**config.mk**
```make
export PLATFORM = sky130hd
export DESIGN_NAME = mac_table
export DESIGN_NICKNAME = d
export VERILOG_FILES = /design/src/switch_pkg.sv /design/src/mac_table.sv
export VERILOG_INCLUDE_DIRS = /design/src
export SDC_FILE = /design/constraint.sdc
export NUM_CORES = 2
export LEC_CHECK = 0
export BUFFER_PORTS_ARGS = -buffer_cell sky130_fd_sc_hd__buf_2
export CORE_MARGIN = 2
export CORE_UTILIZATION = 56
export DETAILED_ROUTE_END_ITERATION = 8
export GPL_TIMING_DRIVEN = 1
export PLACE_DENSITY = 0.84
export SYNTH_ARGS = -nofsm -noshare
export SYNTH_HDL_FRONTEND = slang
export SYNTH_SLANG_ARGS = --single-unit
```
**constraint.sdc**
```tcl
create_clock -name clk -period 3.4 [get_ports clk]
set_input_delay 0.34 -clock clk [delete_from_list [all_inputs] [get_ports clk]]
set_output_delay 0.34 -clock clk [all_outputs]
set_load 0.01 [all_outputs]
```
**src/switch_config.svh**
```systemverilog
`ifndef SWITCH_CONFIG_SVH
`define SWITCH_CONFIG_SVH

// port count
`define NUM_PORTS 4

// frame limits in bytes
`define MIN_FRAME_LEN 14
`define MAX_FRAME_LEN 64

// queue sizes
`define DATA_FIFO_DEPTH 128 // bytes, power of two
`define LEN_FIFO_DEPTH 4 // frames, power of two

// mac table index width, 32 entries
`define TABLE_AW 5

`endif

```
**src/switch_pkg.sv**
```systemverilog
`include "switch_config.svh"

package switch_pkg;

	typedef logic [7:0] byte_t;
	typedef logic [47:0] mac_addr_t;
	typedef logic [$clog2(`NUM_PORTS)-1:0] port_id_t;
	typedef logic [`NUM_PORTS-1:0] port_map_t; // one bit per port
	typedef logic [$clog2(`MAX_FRAME_LEN+1)-1:0] frame_len_t;
	typedef logic [`TABLE_AW-1:0] table_idx_t;

	// frame_ctrl states
	typedef enum logic [1:0] {
		ST_IDLE,
		ST_HEADER, // reading dmac and smac
		ST_LOOKUP,
		ST_COPY
	} ctrl_state_t;

endpackage

```
**src/mac_table.sv**
```systemverilog
`timescale 1ns/1ps
`include "switch_config.svh"

module mac_table import switch_pkg::*; (
	input  logic clk,
	input  logic rst,
	input  logic lookup_req,
	input  mac_addr_t dmac,
	input  mac_addr_t smac,
	input  port_id_t src_port,
	output logic lookup_done,
	output port_map_t dest_map
);
	localparam int ENTRIES = 1 << `TABLE_AW;
	localparam int SLICES = (48 + `TABLE_AW - 1) / `TABLE_AW;

	logic [ENTRIES-1:0] ent_valid;
	mac_addr_t ent_mac [ENTRIES];
	port_id_t ent_port [ENTRIES];

	logic s1_valid;
	mac_addr_t s1_dmac;
	mac_addr_t s1_smac;
	port_id_t s1_src;
	table_idx_t s1_s_idx;
	logic s1_d_valid;
	mac_addr_t s1_d_mac;
	port_id_t s1_d_port;
	table_idx_t d_idx;
	logic hit;
	port_map_t src_bit;
	port_map_t fwd;

	// xor of TABLE_AW-bit slices from bit 0, top slice zero padded
	function automatic table_idx_t mac_hash(input mac_addr_t mac);
		logic [SLICES*`TABLE_AW-1:0] padded;
		table_idx_t h;
		padded = (SLICES*`TABLE_AW)'(mac);
		h = '0;
		for (int i = 0; i < SLICES; i++)
			h ^= padded[i*`TABLE_AW +: `TABLE_AW];
		return h;
	endfunction

	assign d_idx = mac_hash(dmac);

	// stage 1: hash and read
	always_ff @(posedge clk) begin
		if (lookup_req) begin
			s1_dmac <= dmac;
			s1_smac <= smac;
			s1_src <= src_port;
			s1_s_idx <= mac_hash(smac);
			s1_d_valid <= ent_valid[d_idx];
			s1_d_mac <= ent_mac[d_idx];
			s1_d_port <= ent_port[d_idx];
		end
	end

	assign hit = s1_d_valid && (s1_d_mac == s1_dmac);
	assign src_bit = port_map_t'(1) << s1_src;

	always_comb begin
		if (&s1_dmac || !hit)
			fwd = ~src_bit; // flood
		else if (s1_d_port == s1_src)
			fwd = '0; // same segment, filter
		else
			fwd = port_map_t'(1) << s1_d_port;
	end

	// stage 2: result and learning
	always_ff @(posedge clk) begin
		if (rst) begin
			s1_valid <= 1'b0;
			lookup_done <= 1'b0;
			ent_valid <= '0;
		end else begin
			s1_valid <= lookup_req;
			lookup_done <= s1_valid;
			if (s1_valid)
				ent_valid[s1_s_idx] <= 1'b1;
		end
	end

	always_ff @(posedge clk) begin
		if (s1_valid) begin
			dest_map <= fwd;
			ent_mac[s1_s_idx] <= s1_smac;
			ent_port[s1_s_idx] <= s1_src;
		end
	end

	assert property (@(posedge clk) disable iff (rst) lookup_req |-> ##2 lookup_done)
		else $error("mac_table: lookup_done missing at %0t", $time);

endmodule

```
==> results.toml <==
[clock_tree]
clk_path_buf_depth = 3
cts_buffers = 170
insertion_delay_ns = 0.82
cts_tree = "done"
cts_hold_buffers = 98
post_cts_resized = 0
cts_sinks = 1792
htreeDepth = 4
post_cts_buffers = 0
clk_pin_slew_ns = 0.06
clockRootBuffer = "clkbuf_16"

[worst_setup_path]
path_delay_family = "buffers and inverters"
worstPathMaxFanout = 29
path_cells = "dlygate4sd3_1 > buf_2 > xnor2_1 > xnor3_1 > xnor2_4 > buf_12 > buf_12 > buf_12 > mux2i_1 > mux2i_1 > o2111ai_1 > nand4_1"
r2r_cells = 8
reg2reg_to = "dest_map[0]"
crit_end = "s1_d_mac[11]"
cp.depth = 12
path_common_cell = "buf_12"
cp-startpoint = "dmac[10]"
startpoint_type = "primary input"
cp_slowest_stage_delay_ns = 0.60
r2r-start = "s1_dmac[7]"
r2r_slack_ns = 0.48
crit_arrival_ns = 3.78
crit_slowest_cell = "dlygate4sd3_1"
crit_path_end_kind = "register"
crit_required_ns = 3.92
worstSetupPathType = "in2reg"
path_buf_inv = 5

[yosys]
yosysSeqAreaShare_pct = 76.4
ys_top_cells_by_area = "edfxtp_1 (75%), mux2i_1 (8.8%), nand2_1 (4.4%)"
synth_top_cell_by_area = "edfxtp_1"
ys_warn_count = 0
synth_most_common_cell = "edfxtp_1"
yosys-top-cells-count = "edfxtp_1 (1758), nand2_1 (822), mux2i_1 (612), nand3_1 (412), clkbuf_1 (129)"
synth_cell_types = 33
synth_edf_count = 1758
syn_inst = 4431
synthArstFlopShare_pct = 0
synth-seq-cells = 1792
dominantRegCellSynth = "edfxtp_1"
synth_top_area_share_pct = 75.4
netlist_area_um2 = 70000
synth_fp_nets = 4532
syn_avg_cell_area_um2 = 15.8

[timing]
worst_pin_slew_ns = 1.16
min_period_ns = 3.26
max-slew-margin-rel_pct = 22.8
drv_slew = 0
skew_ns = 0.0362
whs_ns = 0.0243
fin_crit_sh_pct = 95.8
fmax_mhz = 307
finalHoldViolations = 0
grt_setup_unrepaired = "false"
setup_viol = 0
fin_ws_ns = 0.142

[routing]
vias = 43634
drc_errors = 0
wl_per_cell_um = 31.4
wirelength_mm = 204
postRouteAntennaNets = 0
dr.pass1.iters = 9
drtIter0Drc = 8193
via_per_inst = 6.69

[grt]
antenna_found_initial = 4
grt_max_degree = 78
grt_overflow = 0
grt_pass1_vias = 42825
grt_pass1_wl_mm = 290
track_usage_pct = 31.9

[flow_run]
maxCapViolCount = 0

[power]
p_leak_uw = 0.0279
fin_total_pwr_uw = 63100
power_density_nw_per_um2 = 784
ir_drop_v = 0.000801

[status]
status = "complete, no violations"

[min_path]
hold_start = "rst"
worst_hold_path_type = "in2reg"

[die]
rows = 129
die-area_um2 = 128000
top_level_ports = 106
design.core.area_um2 = 124000
die_x_um = 358
start_util_pct = 56.5
die_y_um = 358

[cells_and_area]
multi_input_area_um2 = 15800
final_nets = 4852
area_delta_synth_final_pct = 15.0
ff_latch_area_um2 = 53500
fillers = 7621
drive_gt1_share_pct = 11.5

[placement]
portBuffers = 105
hpwl_mm = 111
dp_slack_ns = -0.173
gp_congestion = 0.927
==> cell families (layout without fill, tap and decap cells) <==
family | count (synthesis) | count (layout) | share of synthesized area [%]
other cells | 0 | 2 | 0
buf+inv | 248 | 699 | 1.64
xor+xnor | 129 | 129 | 1.76
compound gates | 213 | 213 | 2.64
flops | 1792 | 1792 | 76.4
mux | 612 | 612 | 8.75
simple gates | 1437 | 1437 | 8.81
==> worst min-delay path by stage <==
stage | slack (ns) | to | depth (start not counted)
detailed placement | 0.46 | ent_valid[31] | 2
global placement | 0.45 | ent_valid[28] | 2
finish | 0.02 | ent_valid[4] | 2
CTS | 0.005 | ent_valid[4] | 2
global route | 0.06 | ent_valid[25] | 2
floorplan | 0.44 | s1_dmac[0] | 0
==> metrics by stage <==
stage	cells	utilization, %	TNS, ns	cell area (um^2)
after floorplan	4431	-	-144.03	70000
after global placement	6118	60.0	-1.64	74300
after detailed placement	6118	60.0	-2.82	74300
after CTS	6519	65.0	0	80400
after global routing	6520	65.0	0	80500
final	6521	65.0	0	80500
==> report_power, final <==
| group | total [uW] | internal [uW] | switching (uW) | leakage, uW |
|---|---|---|---|---|
| Sequential | 27000 | 25800 | 1160 | 0.0162 |
| Combinational | 18100 | 6390 | 11700 | 0.00914 |
| Clock | 18000 | 9920 | 8120 | 0.00252 |
| Total | 63100 | 42100 | 21000 | 0.0279 |
==> area by class of cell <==
class | instances | share of cell area, %
clock inverter | 76 | 0.795
antenna | 2 | 0.00622
timing repair buffer | 393 | 4.98
tap | 1637 | 2.55
multi-input combinational | 2391 | 19.6
inverter | 3 | 0.0140
clock buffer | 227 | 5.63
sequential | 1792 | 66.5
==> cell usage in the layout (no fill, tap or decap), drive strengths merged, types with 17 or more instances in the layout <==
cell / n
a32oi: 102
buf: 294
clkbuf: 228
clkinv: 54
dfxtp: 34
dlygate4sd3: 98
edfxtp: 1758
inv: 17
mux2i: 612
nand2: 822
nand3: 412
nand4: 70
nor2: 106
o2111ai: 102
xnor2: 87
xor2: 37
==> routing by layer <==
metal / vias up / track usage, % / routed length [um]
met3: 831 / 12.4 / 35800
li1: 17522 / - / -
met1: 21163 / 41.0 / 66400
met2: 4112 / 47.2 / 89900
met4: 6 / 16.6 / 12200
met5: - / 0 / 55
==> sequential cells by signal (all words and copies together), names as in the netlist <==
signal	cells
s1_d_mac	48
s1_d_port	2
ent_mac	1536
dest_map	4
s1_dmac	48
ent_port	64
s1_smac	48
lookup_done	1
s1_valid	1
s1_s_idx	5
ent_valid	32
s1_d_valid	1
s1_src	2
No activity file was read; power rests on OpenSTA's default activity.
