[src/switch_config.svh]
`ifndef SWITCH_CONFIG_SVH
`define SWITCH_CONFIG_SVH

// port count
`define NUM_PORTS 4

// frame limits in bytes
`define MIN_FRAME_LEN 14
`define MAX_FRAME_LEN 64

// queue sizes
`define DATA_FIFO_DEPTH 128 // bytes, power of two
`define LEN_FIFO_DEPTH 4 // frames, power of two

// mac table index width, 32 entries
`define TABLE_AW 5

`endif

[src/switch_pkg.sv]
`include "switch_config.svh"

package switch_pkg;

	typedef logic [7:0] byte_t;
	typedef logic [47:0] mac_addr_t;
	typedef logic [$clog2(`NUM_PORTS)-1:0] port_id_t;
	typedef logic [`NUM_PORTS-1:0] port_map_t; // one bit per port
	typedef logic [$clog2(`MAX_FRAME_LEN+1)-1:0] frame_len_t;
	typedef logic [`TABLE_AW-1:0] table_idx_t;

	// frame_ctrl states
	typedef enum logic [1:0] {
		ST_IDLE,
		ST_HEADER, // reading dmac and smac
		ST_LOOKUP,
		ST_COPY
	} ctrl_state_t;

endpackage

[src/frame_fifo.sv]
`timescale 1ns/1ps

module frame_fifo #(
	parameter type item_t = logic [7:0],
	parameter int DEPTH = 16,
	localparam int AW = $clog2(DEPTH)
) (
	input  logic clk,
	input  logic rst,
	input  logic wr,
	input  item_t din,
	input  logic mark,
	input  logic rollback,
	input  logic rd,
	output item_t dout,
	output logic [AW:0] count,
	output logic empty,
	output logic full
);
	item_t mem [DEPTH];
	logic [AW:0] wr_ptr;
	logic [AW:0] rd_ptr;
	logic [AW:0] cm_ptr; // end of committed data
	logic do_wr;
	logic do_rd;

	assign count = wr_ptr - rd_ptr;
	assign full = (count == (AW+1)'(DEPTH));
	assign empty = (cm_ptr == rd_ptr); // only committed items are readable
	assign do_wr = wr && !full && !rollback;
	assign do_rd = rd && !empty;

	always_ff @(posedge clk) begin
		if (rst) begin
			wr_ptr <= '0;
			rd_ptr <= '0;
			cm_ptr <= '0;
		end else begin
			if (rollback)
				wr_ptr <= cm_ptr; // forget the partial frame
			else if (do_wr)
				wr_ptr <= wr_ptr + 1'b1;
			if (mark)
				cm_ptr <= do_wr ? wr_ptr + 1'b1 : wr_ptr;
			if (do_rd)
				rd_ptr <= rd_ptr + 1'b1;
		end
	end

	always_ff @(posedge clk) begin
		if (do_wr)
			mem[wr_ptr[AW-1:0]] <= din;
		if (do_rd)
			dout <= mem[rd_ptr[AW-1:0]];
	end

	assert property (@(posedge clk) disable iff (rst) wr |-> !full)
		else $error("frame_fifo: write while full at %0t", $time);
	assert property (@(posedge clk) disable iff (rst) rd |-> !empty)
		else $error("frame_fifo: read while empty at %0t", $time);

endmodule

[src/rx_port.sv]
`timescale 1ns/1ps
`include "switch_config.svh"

module rx_port import switch_pkg::*; (
	input  logic clk,
	input  logic rst,
	input  logic rx_en,
	input  logic rx_eof,
	input  byte_t rx_data,
	input  logic len_rd,
	input  logic byte_rd,
	output logic len_valid,
	output frame_len_t len_out,
	output byte_t byte_out
);
	logic in_frame;
	logic keep; // current frame still being stored
	frame_len_t byte_cnt;
	logic [$clog2(`DATA_FIFO_DEPTH):0] data_count;
	logic len_full;
	logic len_empty;
	logic room;
	logic keep_now;
	frame_len_t cnt_next;
	logic good_eof;

	// a full-size frame must fit before its first byte is taken
	assign room = ((`DATA_FIFO_DEPTH - int'(data_count)) >= `MAX_FRAME_LEN) && !len_full;
	assign keep_now = in_frame ? (keep && byte_cnt < frame_len_t'(`MAX_FRAME_LEN)) : room;
	assign cnt_next = in_frame ? byte_cnt + 1'b1 : frame_len_t'(1);
	assign good_eof = rx_en && rx_eof && keep_now &&
		(cnt_next >= frame_len_t'(`MIN_FRAME_LEN));
	assign len_valid = !len_empty;

	always_ff @(posedge clk) begin
		if (rst) begin
			in_frame <= 1'b0;
			keep <= 1'b0;
			byte_cnt <= '0;
		end else if (rx_en) begin
			in_frame <= !rx_eof;
			keep <= keep_now;
			byte_cnt <= cnt_next;
		end
	end

	frame_fifo #(.item_t(byte_t), .DEPTH(`DATA_FIFO_DEPTH)) data_q (
		.clk(clk),
		.rst(rst),
		.wr(rx_en && keep_now),
		.din(rx_data),
		.mark(good_eof),
		.rollback(rx_en && rx_eof && !good_eof), // short, long or no room
		.rd(byte_rd),
		.dout(byte_out),
		.count(data_count),
		.empty(),
		.full()
	);

	frame_fifo #(.item_t(frame_len_t), .DEPTH(`LEN_FIFO_DEPTH)) len_q (
		.clk(clk),
		.rst(rst),
		.wr(good_eof),
		.din(cnt_next),
		.mark(1'b1),
		.rollback(1'b0),
		.rd(len_rd),
		.dout(len_out),
		.count(),
		.empty(len_empty),
		.full(len_full)
	);

endmodule

[config.mk]
export PLATFORM = sky130hd
export DESIGN_NAME = rx_port
export DESIGN_NICKNAME = d
export VERILOG_FILES = /design/src/switch_pkg.sv /design/src/frame_fifo.sv /design/src/rx_port.sv
export VERILOG_INCLUDE_DIRS = /design/src
export SDC_FILE = /design/constraint.sdc
export NUM_CORES = 1
export LEC_CHECK = 0
export BUFFER_PORTS_ARGS = -buffer_cell sky130_fd_sc_hd__buf_2
export CORE_UTILIZATION = 55
export DETAILED_ROUTE_END_ITERATION = 8
export GPL_TIMING_DRIVEN = 0
export PLACE_DENSITY = 0.81
export SLEW_MARGIN = 25
export SYNTH_ARGS = -nofsm -noshare
export SYNTH_HDL_FRONTEND = slang
export SYNTH_SLANG_ARGS = --single-unit
[constraint.sdc]
create_clock -name clk -period 4.4 [get_ports clk]
set_clock_uncertainty 0.05 [all_clocks]
set_input_delay 0.44 -clock clk [delete_from_list [all_inputs] [get_ports clk]]
set_output_delay 0.44 -clock clk [all_outputs]
set_load 0.1 [all_outputs]
==> results.py <==
metrics = {
    "detailed_routing": {
        "ant_nets": 0,
        "wl_per_cell_um": 33.17,
        "routed_via_density": 6.723,
        "route.detailed.drc": 0,
        "drt-pass1-iter-count": 7,
        "vias": 22090,
        "drt_wl_total_mm": 109.0,
        "drt_iter0_markers": 3168,
    },
    "clocking": {
        "htree_num_levels": 3,
        "worstSkewPairLatency_ns": 0.70,
        "clockBufferDepth": 3,
        "clk_pin_slew_ns": 0.06,
        "numClockSinks": 1106,
        "cts_tree": "yes",
        "cts_made_buffers": 105,
        "root_buffer": "clkbuf_16",
    },
    "power_and_ir_drop": {
        "ir_drop_v": 0.0003124,
        "p_seq_share_pct": 54.5,
        "power.density_nw_per_um2": 423.2,
        "p_sw_mw": 4.292,
        "power.leakage_nw": 15.11,
        "power.internal_mw": 16.88,
        "swShare_pct": 20.27,
        "clkPwrFrac_pct": 43.6,
        "combPwrFrac_pct": 1.9,
    },
    "sta": {
        "worst_slew_pin_slew_ns": 1.111,
        "finalWorstSetupSlack_ns": 0.04304,
        "rsz0062_at_grt": "false",
        "fin_crit_ns": 4.357,
        "setup_viol": 0,
        "max_clock_freq_mhz": 229.5,
        "hold_ws_ns": 0.03698,
        "hold_violations": 0,
        "period_share_pct": 99.02,
        "relSlewSlack_pct": 25.96,
        "drv_slew": 0,
    },
    "run_status": {
        "status": "finished, final reports clean",
    },
    "placed_design": {
        "dp_cells": 3067,
        "gp_congestion": 0.9279,
        "portBuffers": 28,
        "pre_cts_slack_ns": -1.987,
        "dp_hpwl_mm": 64.93,
    },
    "critical_path": {
        "crit_type": "reg -> reg",
        "crit_required_ns": 4.74,
        "end_kind": "flip-flop",
        "slowest_stage": "or4_4",
        "cp.arrival_ns": 4.69,
        "cp_slowest_stage_delay_ns": 0.53,
        "start_kind": "flip-flop",
        "critPathMaxFanout": 10,
        "path_cells": "clkbuf_8 > clkbuf_16 > inv_1 > ha_1 > nor2b_2 > o31a_1 > xor2_1 > or4_4 > a211oi_2 > o21ai_2 > buf_6 > or4_1 > buf_4 > buf_8 > nor2_4 > buf_12",
    },
    "floorplan": {
        "die_y_um": 283.0,
        "rows": 102,
        "die_area_um2": 80070,
        "initial_core_util_pct": 55.86,
        "io_pins": 30,
        "die_w_um": 283.0,
        "core_um2": 77720,
    },
    "yosys": {
        "synthSimpleGateAreaFrac_pct": 3.020,
        "synthXorXnorAreaFrac_pct": 0.6685,
        "synthTopCellsByCount": "edfxtp_1 (1067), mux4_2 (343), nor2_1 (170)",
        "synth_cell_type_count": 57,
        "syn-cell-area_um2": 43420,
        "ys_warn_count": 0,
        "synth-seq-cells": 1106,
        "async_flop_share_pct": 0,
        "synth_ff_type": "edfxtp_1",
        "yosysTopAreaCellShare_pct": 73.79,
        "synth.mux.area_fraction_pct": 18.00,
        "yosysMostFrequentCell": "edfxtp_1",
        "synthTopCellsByArea": "edfxtp_1 (74%), mux4_2 (18%), dfxtp_1 (1.8%), nor2_1 (1.5%), clkbuf_1 (0.53%)",
        "synth_edf_count": 1067,
        "synth_compound_area_share_pct": 0.9769,
        "synth_fa_ha_area_share_pct": 0.5360,
        "yosysTopAreaCell": "edfxtp_1",
        "synth_nets": 2020,
        "synthesis.instances": 1988,
        "syn_area_per_cell_um2": 21.84,
        "synth_top_family_by_area": "multiplexers",
        "yosysSeqAreaShare_pct": 75.59,
    },
    "final_layout": {
        "stdcell_count": 3285,
        "fill_cells": 4679,
        "num_antenna_cells": 0,
        "drive_above_1_share_pct": 33.50,
        "syn2layout_area_growth_pct": 15.24,
        "layout.nets": 2190,
    },
    "global_route": {
        "grt_pass1_wl_mm": 158.1,
        "grt_pass1_vias": 22630,
        "grt_max_degree": 101,
        "grt_use_total_pct": 27.63,
        "overflow": 0,
        "antenna_found_initial": 4,
    },
    "worst_hold_path": {
        "hold_path.class": "in -> reg",
    },
    "run": {
        "max-cap-violations": 0,
    },
}
==> metrics by stage <==
step	setup TNS [ns]	total power, mW	instance area (um^2)	util [%]
6_report	0	21.18	50040	64.38
3_5_place_dp	-1670.34	12.14	45230	58.19
2_1_floorplan	0	11.89	43470	-
5_1_grt	0	21.60	50040	64.38
4_1_cts	-0.2179	21.19	49990	64.32
3_3_place_gp	-1504.64	12.10	44910	57.79
==> registers in the layout, indices dropped and copies added (netlist names) <==
signal	flops
data_q.mem	1024
len_q.mem	28
data_q.cm_ptr	8
data_q.dout	8
data_q.rd_ptr	8
data_q.wr_ptr	8
byte_cnt	7
len_q.dout	7
len_q.rd_ptr	3
len_q.wr_ptr	3
in_frame	1
keep	1
==> final timing paths <==
check             slack, ns              from  cells past startpoint                  to
hold / removal         0.04             rx_en                      3                keep
setup reg to reg       0.04  data_q.rd_ptr[1]                     16  data_q.mem[109][7]
hold reg to reg        0.44              keep                      2                keep
setup / recovery       0.04  data_q.rd_ptr[1]                     16  data_q.mem[109][7]
==> cell families after synthesis <==
logic type | count (synthesis)
adders and majority gates | 18
muxes | 352
DFF | 1106
buffers and inverters | 128
AOI/OAI and AO/OA | 58
and+or+nand+nor | 295
xor gates and xnor gates | 31
==> power by group through the flow <==
stage	logic, mW	registers (mW)	clock network (mW)
detailed placement	0.364	11.8	0
finish	0.398	11.5	9.23
CTS	0.385	11.5	9.26
floorplan	0.123	11.8	0
global placement	0.311	11.8	0
global route	0.415	11.5	9.65
==> final cells by class <==
class                           count  area [um^2]  share of cell area (%)
Buffer                            103        603.1                   1.205
Clock buffer                      126         2758                   5.511
Clock inverter                     68        755.7                   1.510
Inverter                           15        72.57                  0.1450
Multi-Input combinational cell    754        10810                   21.60
Sequential cell                  1106        32830                   65.60
Tap cell                         1040         1301                   2.601
Timing Repair Buffer               73        912.1                   1.823
==> per-layer routing <==
layer  track usage [%]  share of wire, %
met5                 0             0.018
met4             12.34               4.9
met3             6.071                11
met2             45.24                50
met1             35.83                35
==> timing repair <==
action | 4_1_cts | 5_1_grt
pin swaps | 43 | 5
hold buffers | 0 | 0
setup buffers | 32 | 2
cloned | 0 | 0
gates resized for setup | 229 | 18
endpoints found under the setup margin | 1047 | 500
==> critical path: cells and delay by family (launching register included) <==
| kind | cells | cell delay, ns |
|---|---|---|
| AO/OA/AOI/OAI | 3 | 0.64 |
| XOR/XNOR | 1 | 0.16 |
| adder cells (fa/ha/maj) | 1 | 0.29 |
| flip-flops | 1 | 0.37 |
| buffers and inverters | 7 | 1.25 |
| AND/OR/NAND/NOR | 4 | 1.26 |
==> cell usage in the layout (no fill, tap or decap), types with 11 or more instances in the layout <==
cell       Yosys  routed
buf_12         0      19
buf_2         17      36
buf_4          0      21
buf_6          3      14
bufinv_16      0      13
clkbuf_1      61      66
clkbuf_16      0     108
clkinv_1       2      22
clkinv_2       0      19
dfxtp_1       39      35
edfxtp_1    1067    1067
ha_1          17      17
inv_1         12      11
mux4_2       343     343
nand2_1       46      46
nand3_1       14      14
nor2_1       170      59
nor2_2         0      28
nor2_4         0      83
xnor2_1       15      15
xor2_1        15      15
(Power assumes the default switching activity.)
