[config.mk]
export PLATFORM = sky130hd
export DESIGN_NAME = frame_ctrl
export DESIGN_NICKNAME = d
export VERILOG_FILES = /design/src/switch_pkg.sv /design/src/frame_ctrl.sv
export VERILOG_INCLUDE_DIRS = /design/src
export SDC_FILE = /design/constraint.sdc
export NUM_CORES = 1
export LEC_CHECK = 0
export BUFFER_PORTS_ARGS = -buffer_cell sky130_fd_sc_hd__clkbuf_2
export CAP_MARGIN = 5
export CORE_MARGIN = 5
export CORE_UTILIZATION = 30
export DETAILED_ROUTE_END_ITERATION = 6
export GPL_TIMING_DRIVEN = 0
export PLACE_DENSITY_LB_ADDON = 0.05
export SLEW_MARGIN = 5
export SYNTH_ARGS = -nofsm -noshare
export SYNTH_HDL_FRONTEND = slang
export SYNTH_SLANG_ARGS = --single-unit
[constraint.sdc]
create_clock -name clk -period 7.63 [get_ports clk]
set_input_delay 0.3815 -clock clk [delete_from_list [all_inputs] [get_ports clk]]
set_output_delay 0.3815 -clock clk [all_outputs]
set_load 0.05 [all_outputs]
[src/switch_config.svh]
`ifndef SWITCH_CONFIG_SVH
`define SWITCH_CONFIG_SVH

// port count
`define NUM_PORTS 4

// frame limits in bytes
`define MIN_FRAME_LEN 14
`define MAX_FRAME_LEN 64

// queue sizes
`define DATA_FIFO_DEPTH 128 // bytes, power of two
`define LEN_FIFO_DEPTH 4 // frames, power of two

// mac table index width, 32 entries
`define TABLE_AW 5

`endif

[src/switch_pkg.sv]
`include "switch_config.svh"

package switch_pkg;

	typedef logic [7:0] byte_t;
	typedef logic [47:0] mac_addr_t;
	typedef logic [$clog2(`NUM_PORTS)-1:0] port_id_t;
	typedef logic [`NUM_PORTS-1:0] port_map_t; // one bit per port
	typedef logic [$clog2(`MAX_FRAME_LEN+1)-1:0] frame_len_t;
	typedef logic [`TABLE_AW-1:0] table_idx_t;

	// frame_ctrl states
	typedef enum logic [1:0] {
		ST_IDLE,
		ST_HEADER, // reading dmac and smac
		ST_LOOKUP,
		ST_COPY
	} ctrl_state_t;

endpackage

[src/frame_ctrl.sv]
`timescale 1ns/1ps
`include "switch_config.svh"

module frame_ctrl import switch_pkg::*; (
	input  logic clk,
	input  logic rst,
	input  port_map_t len_valid,
	input  frame_len_t [`NUM_PORTS-1:0] len_out,
	input  byte_t [`NUM_PORTS-1:0] byte_out,
	input  logic lookup_done,
	input  port_map_t dest_map,
	input  port_map_t has_room,
	output port_map_t len_rd,
	output port_map_t byte_rd,
	output logic lookup_req,
	output mac_addr_t dmac,
	output mac_addr_t smac,
	output port_id_t src_port,
	output port_map_t wr_en,
	output byte_t wr_data,
	output logic wr_last
);
	localparam int HDR_LEN = 12;

	ctrl_state_t state;
	port_id_t rr_ptr; // last granted port, source of the current frame
	port_id_t grant;
	logic grant_ok;
	logic [HDR_LEN*8-1:0] hdr;
	frame_len_t cnt;
	frame_len_t flen;
	port_map_t fwd_map;
	logic rd_now;
	byte_t cur_byte;

	assign dmac = hdr[95:48];
	assign smac = hdr[47:0];
	assign src_port = rr_ptr;
	assign cur_byte = byte_out[rr_ptr];

	// round robin, search starts after the last served port
	always_comb begin
		grant = rr_ptr;
		grant_ok = 1'b0;
		for (int i = 1; i <= `NUM_PORTS; i++) begin
			if (!grant_ok && len_valid[port_id_t'(int'(rr_ptr) + i)]) begin
				grant = port_id_t'(int'(rr_ptr) + i);
				grant_ok = 1'b1;
			end
		end
	end

	// bytes show up one cycle after the read, so copy reads run one ahead
	always_comb begin
		case (state)
			ST_HEADER: rd_now = (cnt < frame_len_t'(HDR_LEN));
			ST_COPY: rd_now = (cnt >= frame_len_t'(HDR_LEN - 1)) && (cnt < flen - 1'b1);
			default: rd_now = 1'b0;
		endcase
	end

	assign len_rd = (state == ST_IDLE && grant_ok) ? (port_map_t'(1) << grant) : '0;
	assign byte_rd = rd_now ? (port_map_t'(1) << rr_ptr) : '0;

	always_ff @(posedge clk) begin
		if (rst) begin
			state <= ST_IDLE;
			rr_ptr <= port_id_t'(`NUM_PORTS - 1);
			cnt <= '0;
			lookup_req <= 1'b0;
			wr_en <= '0;
			wr_last <= 1'b0;
		end else begin
			lookup_req <= 1'b0;
			wr_en <= '0;
			wr_last <= 1'b0;
			case (state)
				ST_IDLE: begin
					if (grant_ok) begin
						rr_ptr <= grant;
						cnt <= '0;
						state <= ST_HEADER;
					end
				end
				ST_HEADER: begin
					if (cnt == '0)
						flen <= len_out[rr_ptr]; // popped in idle
					else
						hdr <= {hdr[HDR_LEN*8-9:0], cur_byte};
					cnt <= cnt + 1'b1;
					if (cnt == frame_len_t'(HDR_LEN)) begin
						lookup_req <= 1'b1;
						state <= ST_LOOKUP;
					end
				end
				ST_LOOKUP: begin
					if (lookup_done) begin
						fwd_map <= dest_map & has_room;
						cnt <= '0;
						state <= ST_COPY;
					end
				end
				ST_COPY: begin
					wr_en <= fwd_map;
					if (cnt < frame_len_t'(HDR_LEN))
						wr_data <= hdr[(HDR_LEN - 1 - int'(cnt)) * 8 +: 8];
					else
						wr_data <= cur_byte;
					wr_last <= (cnt == flen - 1'b1);
					cnt <= cnt + 1'b1;
					if (cnt == flen - 1'b1)
						state <= ST_IDLE;
				end
				default: state <= ST_IDLE;
			endcase
		end
	end

	assert property (@(posedge clk) disable iff (rst) $onehot0(len_rd))
		else $error("frame_ctrl: more than one length pop at %0t", $time);

endmodule

==> impl_results.md, run 1 <==
- Synth warn: 0
- Row count: 52
- Switching pwr: about 920 µW
- Synth area leaders: edfxtp_1 (55%), mux4_2 (16%), dfxtp_1 (5.4%)
- Mapped Nets: slightly below 500
- Mapped Area: roughly 6200 µm²
- Routed wire per std cell: just under 20 µm
- Required @ worst endpoint: between 7000 and 8000 ps
- Layout area overhead: 32.17%
- Synth top cells by count: edfxtp_1 (115), mux4_2 (44), ha_1 (21)
- Final worst path period share: between 50% and 60%
- Share of cells above drive strength 1: 46.30%
- DR vias/cell: around 4.8
- Slowest library cell on the worst path: buf_1
- Number of fill cells: 1940
- Clock slew at reported path FFs: 60 ps
- DR DRC count: 0
- Starting density of the core: between 30% and 40%
- Worst clock skew: about 6.4 ps
- Primary FF master, synth: edfxtp_1
- Worst hold-check path type: primary input to register
- Initial antenna violation count: 0
- Final GP Congestion: between 0.8 and 0.9
- H-tree levels: 4
- Switching portion of total power: 35.30%
- Core area: 20360 µm²
- Final Util: about two fifths
- Gate Count Post-Synth: a little under 400
- # diodes: 0
- Nets: about 710
- Post-synth ARST share: 0%
- Comb power frac: 33.9%
- Setup violators final: 0
- Slew Viols, Final: 0
- VDD IR max: 170.6 µV
- All-Layer GR Usage: 14.89%
- Antenna-violating nets left: 0
- Number of flops mapped to enable cells by yosys: roughly 120
- Critical path's largest stage delay: roughly 500 ps
- Synth area leader: edfxtp_1
- Area of the multi-input gates: roughly 2300 µm²
- CP Capture Type: output port
- Setup crit start kind: register
- Die Wd: roughly 150 µm
- CTS tree: yes
- Total grt overflow: 0
- Register area share after synthesis: 60.70%
- Count of hold-fix buffers inserted at cts: 0
- Root Buffer Master: clkbuf_16
- Finished Layout Cells: a little under 900
- WP buf/inv: 4
- Num CTS Buffers: 17
- Synthesized flop and latch total: roughly 130
- Worst-Margin Slew: around 1200 ps
- Total wire length: roughly 17 mm
- Vias in the first global route: ~4600
- Worst slew margin: between 10% and 20%
- Global-route wire length before repair: roughly 27 mm
- Pre-CTS setup slack: roughly 3700 ps
- Die ar.: 23820 µm²
- Placement Cell Area: 7676 µm²
- HPWL after DPL: roughly 13 mm
- Worst-skew pair later-pin latency: 420 ps
- Drt first-iter violations: roughly 270
- Routed vias: between 4000 and 5000
- Cell variety after synth: 47
- Setup Fix Bufs, Post-CTS: 0
- WP data arrival: 3940 ps
- Max-capacitance violation count: 0
- Crit path kind: register to output port
- DP Cell Count: 860
- Largest net degree at the start of global routing: 26
- Drt pass-1 iters: 4
- Run status: finished, final reports clean
- Port Buffers: 194
- Register area: about 3800 µm²
- Chip height: approximately 150 µm
- Hold slack: 229.4 ps
- Count leader, synth: edfxtp_1
- I/O pins: between 150 and 200
- Area share of the largest cell type after synthesis: 55.26%
- Cell Chain, Critical Path: buf_2, buf_1, inv_1, ha_1, mux4_2, or2_1, nor3_2, a211o_1, nor3b_1, clkbuf_2
- Flop pwr share: approximately a third
- Cts repair resizes: 0
- Final worst slack: around 3300 ps
- Fin. Hold Viols: 0
- CTS Buffer Depth: 2
- Clock Sink Count: ~130
- Syn Area/Cell: between 15 and 20 µm²
- Internal: between 1500 and 2000 µW
- Fin crit period: about 4300 ps
- Leak: between 0.003 and 0.004 µW
- Design area: slightly above 8000 µm²
- Clock power frac: around a third
- Critical path's top delay family: buffers and inverters
- RSZ-0062 raised after global routing: no
- Achievable Freq: approximately 0.23 GHz
- Power density over the cells: 313.9 nW/µm²
- Worst Path Max Fanout: 10
per-stage QoR:
stage | total power [µW] | setup TNS, ps
2_1_floorplan | 1571 | 0
3_3_place_gp | 1797 | -167980
3_5_place_dp | 1807 | 0
4_1_cts | 2630 | 0
5_1_grt | 2727 | 0
6_report | 2593 | 0
state kept, by name, indices dropped and copies added (netlist names):
register and count:
hdr 96, wr_data 8, cnt 7, flen 7, fwd_map 4, wr_en 4
src_port 2, state 2, lookup_req 1, wr_last 1
cell type report:
class | count | area share [%]
Sequential cell | 132 | 45.93
Multi-Input combinational cell | 228 | 28.26
Timing Repair Buffer | 198 | 13.00
Clock buffer | 18 | 5.195
Tap cell | 270 | 4.090
Clock inverter | 14 | 1.878
Buffer | 16 | 0.9240
Inverter | 16 | 0.7271
worst paths after layout:
path / from / end / slack, ps / cells after the start
max: src_port[1] / len_rd[2] / 3310 / 10
min: has_room[0] / fwd_map[0] / 230 / 2
max reg2reg: cnt[0] / hdr[53] / 4220 / 8
min reg2reg: fwd_map[1] / wr_en[1] / 440 / 1
kinds of logic after synthesis:
kind of cell               share of synthesized area [%]
DFF                                                60.70
and+or+nand+nor                                    7.628
xor gates and xnor gates                          0.7008
adders and majority gates                          4.204
buffers and inverters                              2.182
AOI/OAI and AO/OA                                  5.586
muxes                                              19.00
cells in the final DEF (no fill, tap or decap), types with 5 or more instances in the layout:
cell type  instances
a21oi_1           14
a22o_1             9
and2_1            12
clkbuf_1           7
clkbuf_16         17
clkbuf_2         194
dfxtp_1           17
edfxtp_1         115
ha_1              21
inv_1             16
mux2i_1           17
mux4_2            44
nand2_1           12
nand2b_1           7
nand3_1           11
nor2_1            11
nor2b_1            5
nor3_1             8
o21ai_0           18
worst register-to-register path, stage by stage, from the launching register on:
cell and delay [ps]:
dfxtp_1 350, clkbuf_1 820, inv_1 240, ha_1 320, a31oi_4 540, buf_12 280
buf_16 200, buf_16 180, buf_16 180
routing by layer:
| metal | track usage [%] | share of wire (%) | up-vias | wire length, µm |
|---|---|---|---|---|
| met2 | 23.34 | 46 | 167 | 8027 |
| li1 | - | - | 1999 | - |
| met4 | 4.962 | 1.7 | 0 | 294 |
| met3 | 3.576 | 5.9 | 20 | 1033 |
| met1 | 20.40 | 46 | 2097 | 8115 |
| met5 | 0 | 0 | - | 0 |
power groups by stage:
| stage | registers (µW) | clock network, µW | logic [µW] |
|---|---|---|---|
| after global routing | 906 | 863 | 957 |
| after detailed placement | 915 | 0 | 891 |
| after CTS | 900 | 834 | 895 |
| final | 899 | 814 | 880 |
| after floorplan | 1020 | 0 | 547 |
| after global placement | 925 | 0 | 872 |
No activity file was read; power rests on OpenSTA's default activity.
==> run 2: changes to the inputs <==
clock period = 3.6 ns   (was 7.63 ns; I/O delays follow)
==> impl_results.md, run 2 (synthesis results as in run 1) <==
- Final GP Congestion: 0.7864
- Routed vias: 4323
- VDD IR max: about 450 µV
- Vias in the first global route: around 4500
- Clock Sink Count: approximately 130
- Final worst slack: 241.9 ps
- Worst clock skew: 12.47 ps
- Core area: 20360 µm²
- Die ar.: roughly 24000 µm²
- Count of hold-fix buffers inserted at cts: 0
- Nets: roughly 700
- Layout area overhead: 31.45%
- Largest net degree at the start of global routing: 28
- Worst Path Max Fanout: 19
- Global-route wire length before repair: approximately 27 mm
- Antenna-violating nets left: 0
- Crit path kind: register to output port
- Cell Chain, Critical Path: buf_6, inv_1, ha_1, mux4_2, or2_1, nor3_4, a211o_1, nor3b_2, clkbuf_2
- Largest Register: hdr
- All-Layer GR Usage: about 15%
- Required @ worst endpoint: 3420 ps
- Finished Layout Cells: 890
- Worst-skew pair later-pin latency: 420 ps
- Run status: finished, final reports clean
- Root Buffer Master: clkbuf_16
- Max-capacitance violation count: 0
- Total wire length: 17.71 mm
- Num CTS Buffers: 17
- Share of cells above drive strength 1: between 40% and 50%
- Die Wd: 154.3 µm
- Leak: 0.003200 µW
- Power density over the cells: 658.1 nW/µm²
- Fin crit period: 3358 ps
- Setup violators final: 0
- DR vias/cell: just under 5
- Critical path's largest stage delay: approximately 450 ps
- Most frequent cells in the layout: clkbuf_2 (195), edfxtp_1 (115), mux4_2 (44)
- WP buf/inv: 3
- Setup crit start kind: register
- RSZ-0062 raised after global routing: no
- CTS tree: yes
- Largest regs: hdr (96), wr_data (8)
- Slowest library cell on the worst path: dfxtp_1
- H-tree levels: 4
- Setup Fix Bufs, Post-CTS: 0
- CTS Buffer Depth: 2
- CP Capture Type: output port
- Port Buffers: ~190
- Commonest non-fill, non-tap cell in the layout: clkbuf_2
- Worst-Margin Slew: 928.6 ps
- Final Util: 40.34%
- Chip height: roughly 150 µm
- # diodes: 0
- Starting density of the core: 30.69%
- I/O pins: around 200
- Fin. Hold Viols: 0
- WP data arrival: 3180 ps
- Critical path's top delay family: simple AND/OR/NAND/NOR gates
- Worst slew margin: a little under two fifths
- Initial antenna violation count: 0
- HPWL after DPL: approximately 13 mm
- Max reg flops: between 90 and 100
- Slew Viols, Final: 0
- Pre-CTS setup slack: -151.6 ps
- Drt pass-1 iters: 6
- Final worst path period share: between 90% and 100%
- Routed wire per std cell: around 20 µm
- DR DRC count: 0
- Clock slew at reported path FFs: around 60 ps
- Worst hold-check path type: primary input to register
- Hold slack: 39.58 ps
- Row count: 52
- Drt first-iter violations: between 200 and 250
- Number of fill cells: slightly below 2000
- Total grt overflow: 0
- DP Cell Count: about 860
- Achievable Freq: roughly 0.3 GHz
==> run 2: changes by cell type in the layout (fill, tap and decap cells not counted), sizes merged <==
cell | previous run | this run
clkinv | 4 | 7
bufinv | 2 | 1
clkinvlp | 4 | 2
clkbuf | 218 | 219
buf | 14 | 12
inv | 20 | 19
==> run 2: cell type report <==
type | count | area (µm²) | area share, %
repair buffers | 197 | 1039 | 12.64
clock buffers | 19 | 432.9 | 5.270
flip-flops and latches | 132 | 3794 | 46.18
inverters | 16 | 60.06 | 0.7310
clock inverters | 13 | 108.9 | 1.325
plain buffers | 15 | 80.08 | 0.9747
multi-input cells | 228 | 2364 | 28.77
well taps | 270 | 337.8 | 4.112
==> run 2: per-layer routing <==
metal  part of all wire [%]  GRT usage [%]
met5                      0              0
met4                    1.6          4.794
met3                    6.6          4.219
met2                     50          24.79
met1                     42          18.61
==> run 2: power by group <==
group / internal, µW / total (µW) / switching [µW]
logic: 709 / 1880 / 1170
registers: 1820 / 1900 / 78.6
clock network: 947 / 1620 / 676
==> run 2: timing repair <==
| item | 4_1_cts | 5_1_grt |
|---|---|---|
| endpoints found under the setup margin | 31 | 3 |
| gates resized for setup | 2 | 2 |
| gates cloned | 0 | 0 |
==> run 2: worst paths after layout <==
kind / start / endpoint / slack, ps / cells after the start
worst max-delay path: src_port[1] / len_rd[3] / 240 / 9
worst min-delay path: has_room[3] / fwd_map[3] / 40 / 2
worst max register to register: cnt[2] / wr_data[6] / 390 / 8
worst min register to register: fwd_map[0] / wr_en[0] / 440 / 1
==> run 2: metrics by stage <==
step           TNS, ps  total power [µW]  area [µm²]
4_1_cts              0              5472        8205
6_report             0              5406        8215
5_1_grt              0              5679        8215
3_3_place_gp    -94330              3811        7594
2_1_floorplan   -57.36              3348        6285
3_5_place_dp     -1507              3841        7664
