==> config.mk <==
export PLATFORM = sky130hd
export DESIGN_NAME = tx_port
export DESIGN_NICKNAME = d
export VERILOG_FILES = /design/src/switch_pkg.sv /design/src/frame_fifo.sv /design/src/tx_port.sv
export VERILOG_INCLUDE_DIRS = /design/src
export SDC_FILE = /design/constraint.sdc
export NUM_CORES = 1
export LEC_CHECK = 0
export BUFFER_PORTS_ARGS = -buffer_cell sky130_fd_sc_hd__buf_2
export CAP_MARGIN = 10
export CELL_PAD_IN_SITES_DETAIL_PLACEMENT = 2
export CELL_PAD_IN_SITES_GLOBAL_PLACEMENT = 2
export CORE_UTILIZATION = 40
export CTS_CLUSTER_DIAMETER = 40
export DETAILED_ROUTE_END_ITERATION = 10
export PLACE_DENSITY = 0.73
export SLEW_MARGIN = 25
export SYNTH_ARGS = -nofsm -noshare
export SYNTH_HDL_FRONTEND = slang
export SYNTH_SLANG_ARGS = --single-unit
==> constraint.sdc <==
create_clock -name clk -period 6.9 [get_ports clk]
set_input_delay 1.035 -clock clk [delete_from_list [all_inputs] [get_ports clk]]
set_output_delay 1.035 -clock clk [all_outputs]
set_load 0.03 [all_outputs]
==> src/switch_config.svh <==
`ifndef SWITCH_CONFIG_SVH
`define SWITCH_CONFIG_SVH

// port count
`define NUM_PORTS 4

// frame limits in bytes
`define MIN_FRAME_LEN 14
`define MAX_FRAME_LEN 64

// queue sizes
`define DATA_FIFO_DEPTH 128 // bytes, power of two
`define LEN_FIFO_DEPTH 4 // frames, power of two

// mac table index width, 32 entries
`define TABLE_AW 5

`endif

==> src/switch_pkg.sv <==
`include "switch_config.svh"

package switch_pkg;

	typedef logic [7:0] byte_t;
	typedef logic [47:0] mac_addr_t;
	typedef logic [$clog2(`NUM_PORTS)-1:0] port_id_t;
	typedef logic [`NUM_PORTS-1:0] port_map_t; // one bit per port
	typedef logic [$clog2(`MAX_FRAME_LEN+1)-1:0] frame_len_t;
	typedef logic [`TABLE_AW-1:0] table_idx_t;

	// frame_ctrl states
	typedef enum logic [1:0] {
		ST_IDLE,
		ST_HEADER, // reading dmac and smac
		ST_LOOKUP,
		ST_COPY
	} ctrl_state_t;

endpackage

==> src/frame_fifo.sv <==
`timescale 1ns/1ps

module frame_fifo #(
	parameter type item_t = logic [7:0],
	parameter int DEPTH = 16,
	localparam int AW = $clog2(DEPTH)
) (
	input  logic clk,
	input  logic rst,
	input  logic wr,
	input  item_t din,
	input  logic mark,
	input  logic rollback,
	input  logic rd,
	output item_t dout,
	output logic [AW:0] count,
	output logic empty,
	output logic full
);
	item_t mem [DEPTH];
	logic [AW:0] wr_ptr;
	logic [AW:0] rd_ptr;
	logic [AW:0] cm_ptr; // end of committed data
	logic do_wr;
	logic do_rd;

	assign count = wr_ptr - rd_ptr;
	assign full = (count == (AW+1)'(DEPTH));
	assign empty = (cm_ptr == rd_ptr); // only committed items are readable
	assign do_wr = wr && !full && !rollback;
	assign do_rd = rd && !empty;

	always_ff @(posedge clk) begin
		if (rst) begin
			wr_ptr <= '0;
			rd_ptr <= '0;
			cm_ptr <= '0;
		end else begin
			if (rollback)
				wr_ptr <= cm_ptr; // forget the partial frame
			else if (do_wr)
				wr_ptr <= wr_ptr + 1'b1;
			if (mark)
				cm_ptr <= do_wr ? wr_ptr + 1'b1 : wr_ptr;
			if (do_rd)
				rd_ptr <= rd_ptr + 1'b1;
		end
	end

	always_ff @(posedge clk) begin
		if (do_wr)
			mem[wr_ptr[AW-1:0]] <= din;
		if (do_rd)
			dout <= mem[rd_ptr[AW-1:0]];
	end

	assert property (@(posedge clk) disable iff (rst) wr |-> !full)
		else $error("frame_fifo: write while full at %0t", $time);
	assert property (@(posedge clk) disable iff (rst) rd |-> !empty)
		else $error("frame_fifo: read while empty at %0t", $time);

endmodule

==> src/tx_port.sv <==
`timescale 1ns/1ps
`include "switch_config.svh"

module tx_port import switch_pkg::*; (
	input  logic clk,
	input  logic rst,
	input  logic wr_en,
	input  byte_t wr_data,
	input  logic wr_last,
	output logic has_room,
	output logic tx_en,
	output logic tx_eof,
	output byte_t tx_data
);
	logic [$clog2(`DATA_FIFO_DEPTH):0] data_count;
	logic len_full;
	logic len_empty;
	frame_len_t wr_cnt;
	frame_len_t len_head;
	frame_len_t rd_left;
	logic busy;
	logic load; // length word valid this cycle
	logic start;
	logic d_rd;
	logic last_rd;

	assign has_room = ((`DATA_FIFO_DEPTH - int'(data_count)) >= `MAX_FRAME_LEN) && !len_full;

	// first byte goes out before the length arrives, frames are never that short
	assign start = !busy && !len_empty;
	assign d_rd = start || load || (rd_left != '0);
	assign last_rd = !load && (rd_left == frame_len_t'(1));

	always_ff @(posedge clk) begin
		if (rst)
			wr_cnt <= '0;
		else if (wr_en)
			wr_cnt <= wr_last ? '0 : wr_cnt + 1'b1;
	end

	always_ff @(posedge clk) begin
		if (rst) begin
			busy <= 1'b0;
			load <= 1'b0;
			rd_left <= '0;
			tx_en <= 1'b0;
			tx_eof <= 1'b0;
		end else begin
			load <= start;
			tx_en <= d_rd; // lines up with the fifo output register
			tx_eof <= last_rd;
			if (start)
				busy <= 1'b1;
			else if (last_rd)
				busy <= 1'b0;
			if (load)
				rd_left <= len_head - 2'd2;
			else if (rd_left != '0)
				rd_left <= rd_left - 1'b1;
		end
	end

	frame_fifo #(.item_t(byte_t), .DEPTH(`DATA_FIFO_DEPTH)) data_q (
		.clk(clk),
		.rst(rst),
		.wr(wr_en),
		.din(wr_data),
		.mark(1'b1),
		.rollback(1'b0),
		.rd(d_rd),
		.dout(tx_data),
		.count(data_count),
		.empty(),
		.full()
	);

	frame_fifo #(.item_t(frame_len_t), .DEPTH(`LEN_FIFO_DEPTH)) len_q (
		.clk(clk),
		.rst(rst),
		.wr(wr_en && wr_last),
		.din(wr_cnt + 1'b1),
		.mark(1'b1),
		.rollback(1'b0),
		.rd(start),
		.dout(len_head),
		.count(),
		.empty(len_empty),
		.full(len_full)
	);

endmodule

==> impl_metrics.tcl, run 1 <==
set metrics [dict create \
    grt_max_degree 90 \
    finalCriticalPeriod_ns 5.27 \
    syn-num-nets 2181 \
    synth_top_cell_by_area "edfxtp_1" \
    clock_path_buffers 3 \
    netlist_instances 2148 \
    first_iter_violations 2485 \
    final_hold_viol_count 0 \
    setup_viol 0 \
    post_cts_buffers 0 \
    yosys_warnings 0 \
    synth_area_sq_um 43900 \
    fmax_mhz 190 \
    critPathMaxFanout 32 \
    yosys-top-cells-count "edfxtp_1 (1067), mux4_2 (297), nand2_1 (82), nor3_1 (81), nor2_1 (64)" \
    finalSetupTns_ns 0 \
    core_sq_um 109000 \
    period_share_pct 76.4 \
    numCtsBuffers 152 \
    nFillCells 9502 \
    drt_first_pass_iters 5 \
    ioPinCount 23 \
    die_area_sq_um 111000 \
    syn_area_per_cell_sq_um 20.4 \
    area_growth_pct 18.5 \
    grt_overflow 0 \
    n_antenna_cell 0 \
    num-nets-final 2297 \
    clk_pin_slew_ns 0.06 \
    post_drt_wl_per_cell_um 36.9 \
    reg2reg_from "data_q.rd_ptr[1]" \
    r2r-end "data_q.mem[27][7]" \
    start_util_pct 40.3 \
    clk_latency_ns 0.78 \
    drive_gt1_share_pct 32.3 \
    end_kind "output pin" \
    ff2ff_path_depth 10 \
    drc 0 \
    grt_pass1_wl_mm 200 \
    die_y_um 333 \
    grt_pass1_vias 25100 \
    rsz0062_at_grt "false" \
    totalWireLength_mm 140 \
    cts_tree "done" \
    synth-seq-cells 1107 \
    num_vias 23300 \
    hold_start "len_q.dout[0]" \
    slew-limit-headroom_pct 26.7 \
    maxCapViolCount 0 \
    path_class "reg -> out" \
    htree_levels 4 \
    yosysMostFrequentCell "edfxtp_1" \
    whs_path_depth 2 \
    track_usage_pct 25.5 \
    post_cts_resized 0 \
    async_reset_ff_share_pct 0 \
    worstPathRequired_ns 5.86 \
    max-vdd-ir-drop_v 0.000278 \
    synth_top_flop_cell "edfxtp_1" \
    timing.final.ws_setup_ns 1.63 \
    ys_types 58 \
    yosys-top-cells-area "edfxtp_1 (73%), mux4_2 (15%), dfxtp_1 (1.8%)" \
    clock_sinks 1107 \
    finalClockSkew_ns 0.0507 \
    num_rows 121 \
    via_per_inst 6.13 \
    die_x_um 333 \
    power_density_nw_per_um2 382 \
    p_leak_nw 16.0 \
    critPathArrivalTime_ns 4.24 \
    min_to "rd_left[0]" \
    antenna_found_initial 4 \
    synth_top_area_share_pct 73.0 \
    hpwl_mm 84.4 \
    hold_buffers 0 \
    start_kind "flop" \
    io_buffers 22 \
    worst_pin_slew_ns 1.10 \
    yosysSeqAreaShare_pct 74.8 \
    clockRootBuffer "clkbuf_16" \
    place_congestion 0.883 \
    synth-edff-count 1067 \
    r2r_setup_slack_ns 2.06 \
    hp-class "reg -> reg" \
    outcome "finished, final reports clean" \
    drtAntennaViolNets 0 \
    place_ws_ns 2.05 \
    final_max_slew_viol_count 0 \
]
cell families (layout without fill, tap and decap cells):
logic type	after synthesis	in the layout	synth area share [%]
XOR/XNOR	27	27	0.538
buffers and inverters	142	381	1.43
AND/OR/NAND/NOR	378	378	4.29
flip-flops	1107	1107	74.8
multiplexers	344	344	16.3
AO/OA/AOI/OAI	129	129	2.00
adder cells (fa/ha/maj)	21	21	0.615
metal layers:
layer / up-vias / part of all wire, % / wire length (um) / global-route usage [%]
li1: 9240 / - / - / -
met1: 12700 / 39 / 55100 / 32.9
met2: 1050 / 51 / 71300 / 43.3
met3: 278 / 6.4 / 8980 / 4.41
met4: 2 / 3.6 / 5090 / 9.44
met5: - / 0.0093 / 13 / 0
registers in the layout, indices dropped and copies added, names as in the netlist:
name	cells
busy	1
data_q.dout	8
data_q.mem	1024
data_q.rd_ptr	8
data_q.wr_ptr	8
len_q.dout	7
len_q.mem	28
len_q.rd_ptr	3
len_q.wr_ptr	3
load	1
rd_left	7
tx_en	1
tx_eof	1
wr_cnt	7
where the power goes:
group / leakage, nW / internal, mW / switching [mW]
Clock: 2.49 / 4.90 / 3.31
Sequential: 9.94 / 7.53 / 0.226
Combinational: 3.62 / 1.55 / 2.35
per-stage QoR:
stage / hold slack [ns] / cells / power [mW] / area, sq um / utilization [%]
finish: 0.548 / 3801 / 19.9 / 52000 / 47.8
global route: 0.582 / 3801 / 20.4 / 52000 / 47.8
CTS: 0.564 / 3793 / 19.9 / 51400 / 47.2
detailed placement: 0.502 / 3516 / 11.7 / 46100 / 42.3
global placement: 0.462 / 3516 / 11.5 / 46000 / 42.2
floorplan: 0.452 / 2148 / 10.2 / 43900 / -
worst max-delay path by stage:
stage                     startpoint                 to  slack [ns]  cells past startpoint
finish              data_q.rd_ptr[1]           has_room        1.63                      8
global placement    data_q.rd_ptr[1]  data_q.mem[65][3]        2.38                      9
global route        data_q.rd_ptr[5]           has_room        1.41                      8
detailed placement  data_q.rd_ptr[5]  data_q.mem[80][0]        2.05                      8
CTS                 data_q.rd_ptr[1]           has_room        1.60                      8
floorplan           data_q.rd_ptr[3]           has_room        2.48                     11
critical path: stages (launching register included):
cell	delay [ns]
dfxtp_4	0.72
inv_2	0.29
fa_1	0.53
xnor2_1	0.27
nand3b_1	0.18
a2111oi_0	0.68
nand2_1	0.23
a21oi_1	0.26
buf_2	0.30
final cells by class:
cell class,count,area (sq um),area share (%)
flip-flops and latches,1107,32900,63.1
multi-input cells,899,11400,21.8
clock buffers,164,3850,7.40
well taps,1414,1770,3.40
clock inverters,113,1470,2.82
repair buffers,85,673,1.29
inverters,19,71.3,0.137
placed cells by master, fill, tap and decap left out, types with 6 or more instances in the layout:
cell	netlist	layout
inv_1	14	13
nand2_1	82	81
mux2_2	15	15
clkinv_8	0	6
clkinvlp_4	0	28
nand2b_1	7	6
edfxtp_1	1067	1067
buf_4	11	63
inv_8	0	6
nor3_2	0	59
nand3_1	26	26
mux2i_1	32	32
nor4_4	0	39
buf_6	0	6
o21ai_0	14	14
clkbuf_16	0	152
buf_2	42	13
clkinv_1	2	15
a22oi_1	18	18
bufinv_16	0	20
and3_1	12	12
a21oi_1	41	40
nor4_1	50	9
nor2_1	64	64
and2_1	12	12
o22ai_1	8	8
nor2b_1	27	26
a211oi_1	13	13
clkbuf_1	58	12
inv_6	0	11
xnor2_1	24	24
clkinv_2	0	9
mux4_2	297	297
clkinv_4	0	11
nor3_1	81	22
ha_1	20	20
dfxtp_1	40	35
Power figures use the tool's default switching activity.
==> run 2, diff against run 1 <==
==> constraint.sdc (replaced) <==
create_clock -name clk -period 5.3 [get_ports clk]
set_input_delay 0.795 -clock clk [delete_from_list [all_inputs] [get_ports clk]]
set_output_delay 0.795 -clock clk [all_outputs]
set_load 0.03 [all_outputs]
==> impl_metrics.tcl, run 2 (synthesized netlist as in run 1, its figures left out) <==
set metrics [dict create \
    busiest_layer "met2" \
    hold_ws_ns 0.471 \
    n_antenna_cell 0 \
    drtAntennaViolNets 0 \
    fmax_mhz 194 \
    first_iter_violations 2304 \
    nFillCells 9602 \
    max-vdd-ir-drop_v 0.000324 \
    multiInputGateArea_sq_um 11200 \
    drc 0 \
    drt_first_pass_iters 5 \
    area_growth_pct 17.3 \
    num_vias 23200 \
    clk_pin_slew_ns 0.05 \
    hold_start "wr_last" \
    start_util_pct 40.3 \
    r2r_setup_slack_ns 0.47 \
    grt_max_degree 132 \
    critPathArrivalTime_ns 4.35 \
    path_class "reg -> out" \
    p_leak_nw 15.9 \
    post_drt_wl_per_cell_um 36.4 \
    htree_levels 4 \
    post_cts_buffers 0 \
    final_common_cell "edfxtp_1" \
    power_mw 25.0 \
    maxCapViolCount 0 \
    hp-class "in -> reg" \
    antenna_found_initial 6 \
    worstPathRequired_ns 4.51 \
    track_usage_pct 25.1 \
    final_max_slew_viol_count 0 \
    place_congestion 0.864 \
    startpoint "data_q.rd_ptr[5]" \
    final_hold_viol_count 0 \
    finalSetupTns_ns 0 \
    start_kind "flop" \
    hpwl_mm 84.5 \
    worst_pin_slew_ns 1.21 \
    io_buffers 22 \
    post_cts_resized 0 \
    finalClockSkew_ns 0.0313 \
    power_density_nw_per_um2 486 \
    num-nets-final 2301 \
    via_per_inst 6.11 \
    num_rows 121 \
    drive_gt1_share_pct 31.0 \
    clock_sinks 1107 \
    timing.final.ws_setup_ns 0.157 \
    outcome "finished, final reports clean" \
    grt_pass1_wl_mm 196 \
    ioPinCount 23 \
    grt_overflow 0 \
    place_ws_ns 0.545 \
    rsz0062_at_grt "false" \
    hold_buffers 0 \
    totalWireLength_mm 138 \
    met3_usage_pct 4.88 \
    cts_tree "done" \
    use_met1_pct 32.0 \
    largest_reg_flops 1024 \
    end_kind "output pin" \
    critPathMaxFanout 17 \
    setup_viol 0 \
    die_y_um 333 \
    reg2reg_from "data_q.rd_ptr[5]" \
    core_sq_um 109000 \
    met2_usage_pct 42.9 \
    clockRootBuffer "clkbuf_16" \
    numCtsBuffers 144 \
    die_area_sq_um 111000 \
    postLayoutCoreUtil_pct 47.3 \
    die_x_um 333 \
    slew-limit-headroom_pct 17.2 \
    clk_latency_ns 0.77 \
    clock_path_buffers 3 \
    final_cell_mix "edfxtp_1 (1067), mux4_2 (297), clkbuf_16 (145)" \
    finalCriticalPeriod_ns 5.14 \
    period_share_pct 97.0 \
    register_area_sq_um 32900 \
    grt_pass1_vias 25200 \
]
==> run 2: cell count changes in the layout (fill, tap and decap cells not counted), moves of 7 or more <==
cell        delta
nor3_1        +17
nor3_2        -17
clkinvlp_4    -16
nor4_2        +13
buf_4         +10
clkbuf_1      +10
nor4_4        -10
clkinv_2       +8
clkbuf_16      -7
==> run 2: worst paths after layout <==
path,endpoint,cells after the start
worst max-delay path,has_room,8
worst min-delay path,wr_cnt[0],4
worst max register to register,data_q.mem[114][2],9
worst min register to register,rd_left[0],2
==> run 2: critical path: stages (launching register included) <==
cell	delay [ns]
dfxtp_1	0.85
inv_1	0.44
ha_1	0.49
nand2b_1	0.14
nor2_1	0.06
a2111oi_0	0.73
nand2_1	0.24
a21oi_1	0.33
buf_2	0.30
==> run 2: stage by stage <==
stage | instance area [sq um] | instances
after floorplan | 43900 | 2148
after global placement | 46100 | 3531
after detailed placement | 46200 | 3531
after CTS | 51000 | 3792
after global routing | 51500 | 3797
final | 51500 | 3797
==> run 2: power breakdown <==
group	leakage, nW	total, mW	switching, mW	internal [mW]
Combinational	3.65	5.15	3.12	2.04
Sequential	9.94	9.99	0.192	9.80
Clock	2.32	9.89	3.98	5.91
==> run 2: layer usage <==
layer  share of wire [%]  vias up
met4                 3.0        6
met3                 6.6      249
met1                  39    12700
met5               0.022        -
li1                    -     9255
met2                  51     1034
==> run 2: area by class of cell <==
class | count | area share [%]
timing repair buffer | 97 | 1.57
tap | 1414 | 3.44
sequential | 1107 | 63.8
clock buffer | 169 | 7.26
multi-input combinational | 899 | 21.7
inverter | 19 | 0.138
clock inverter | 92 | 2.08
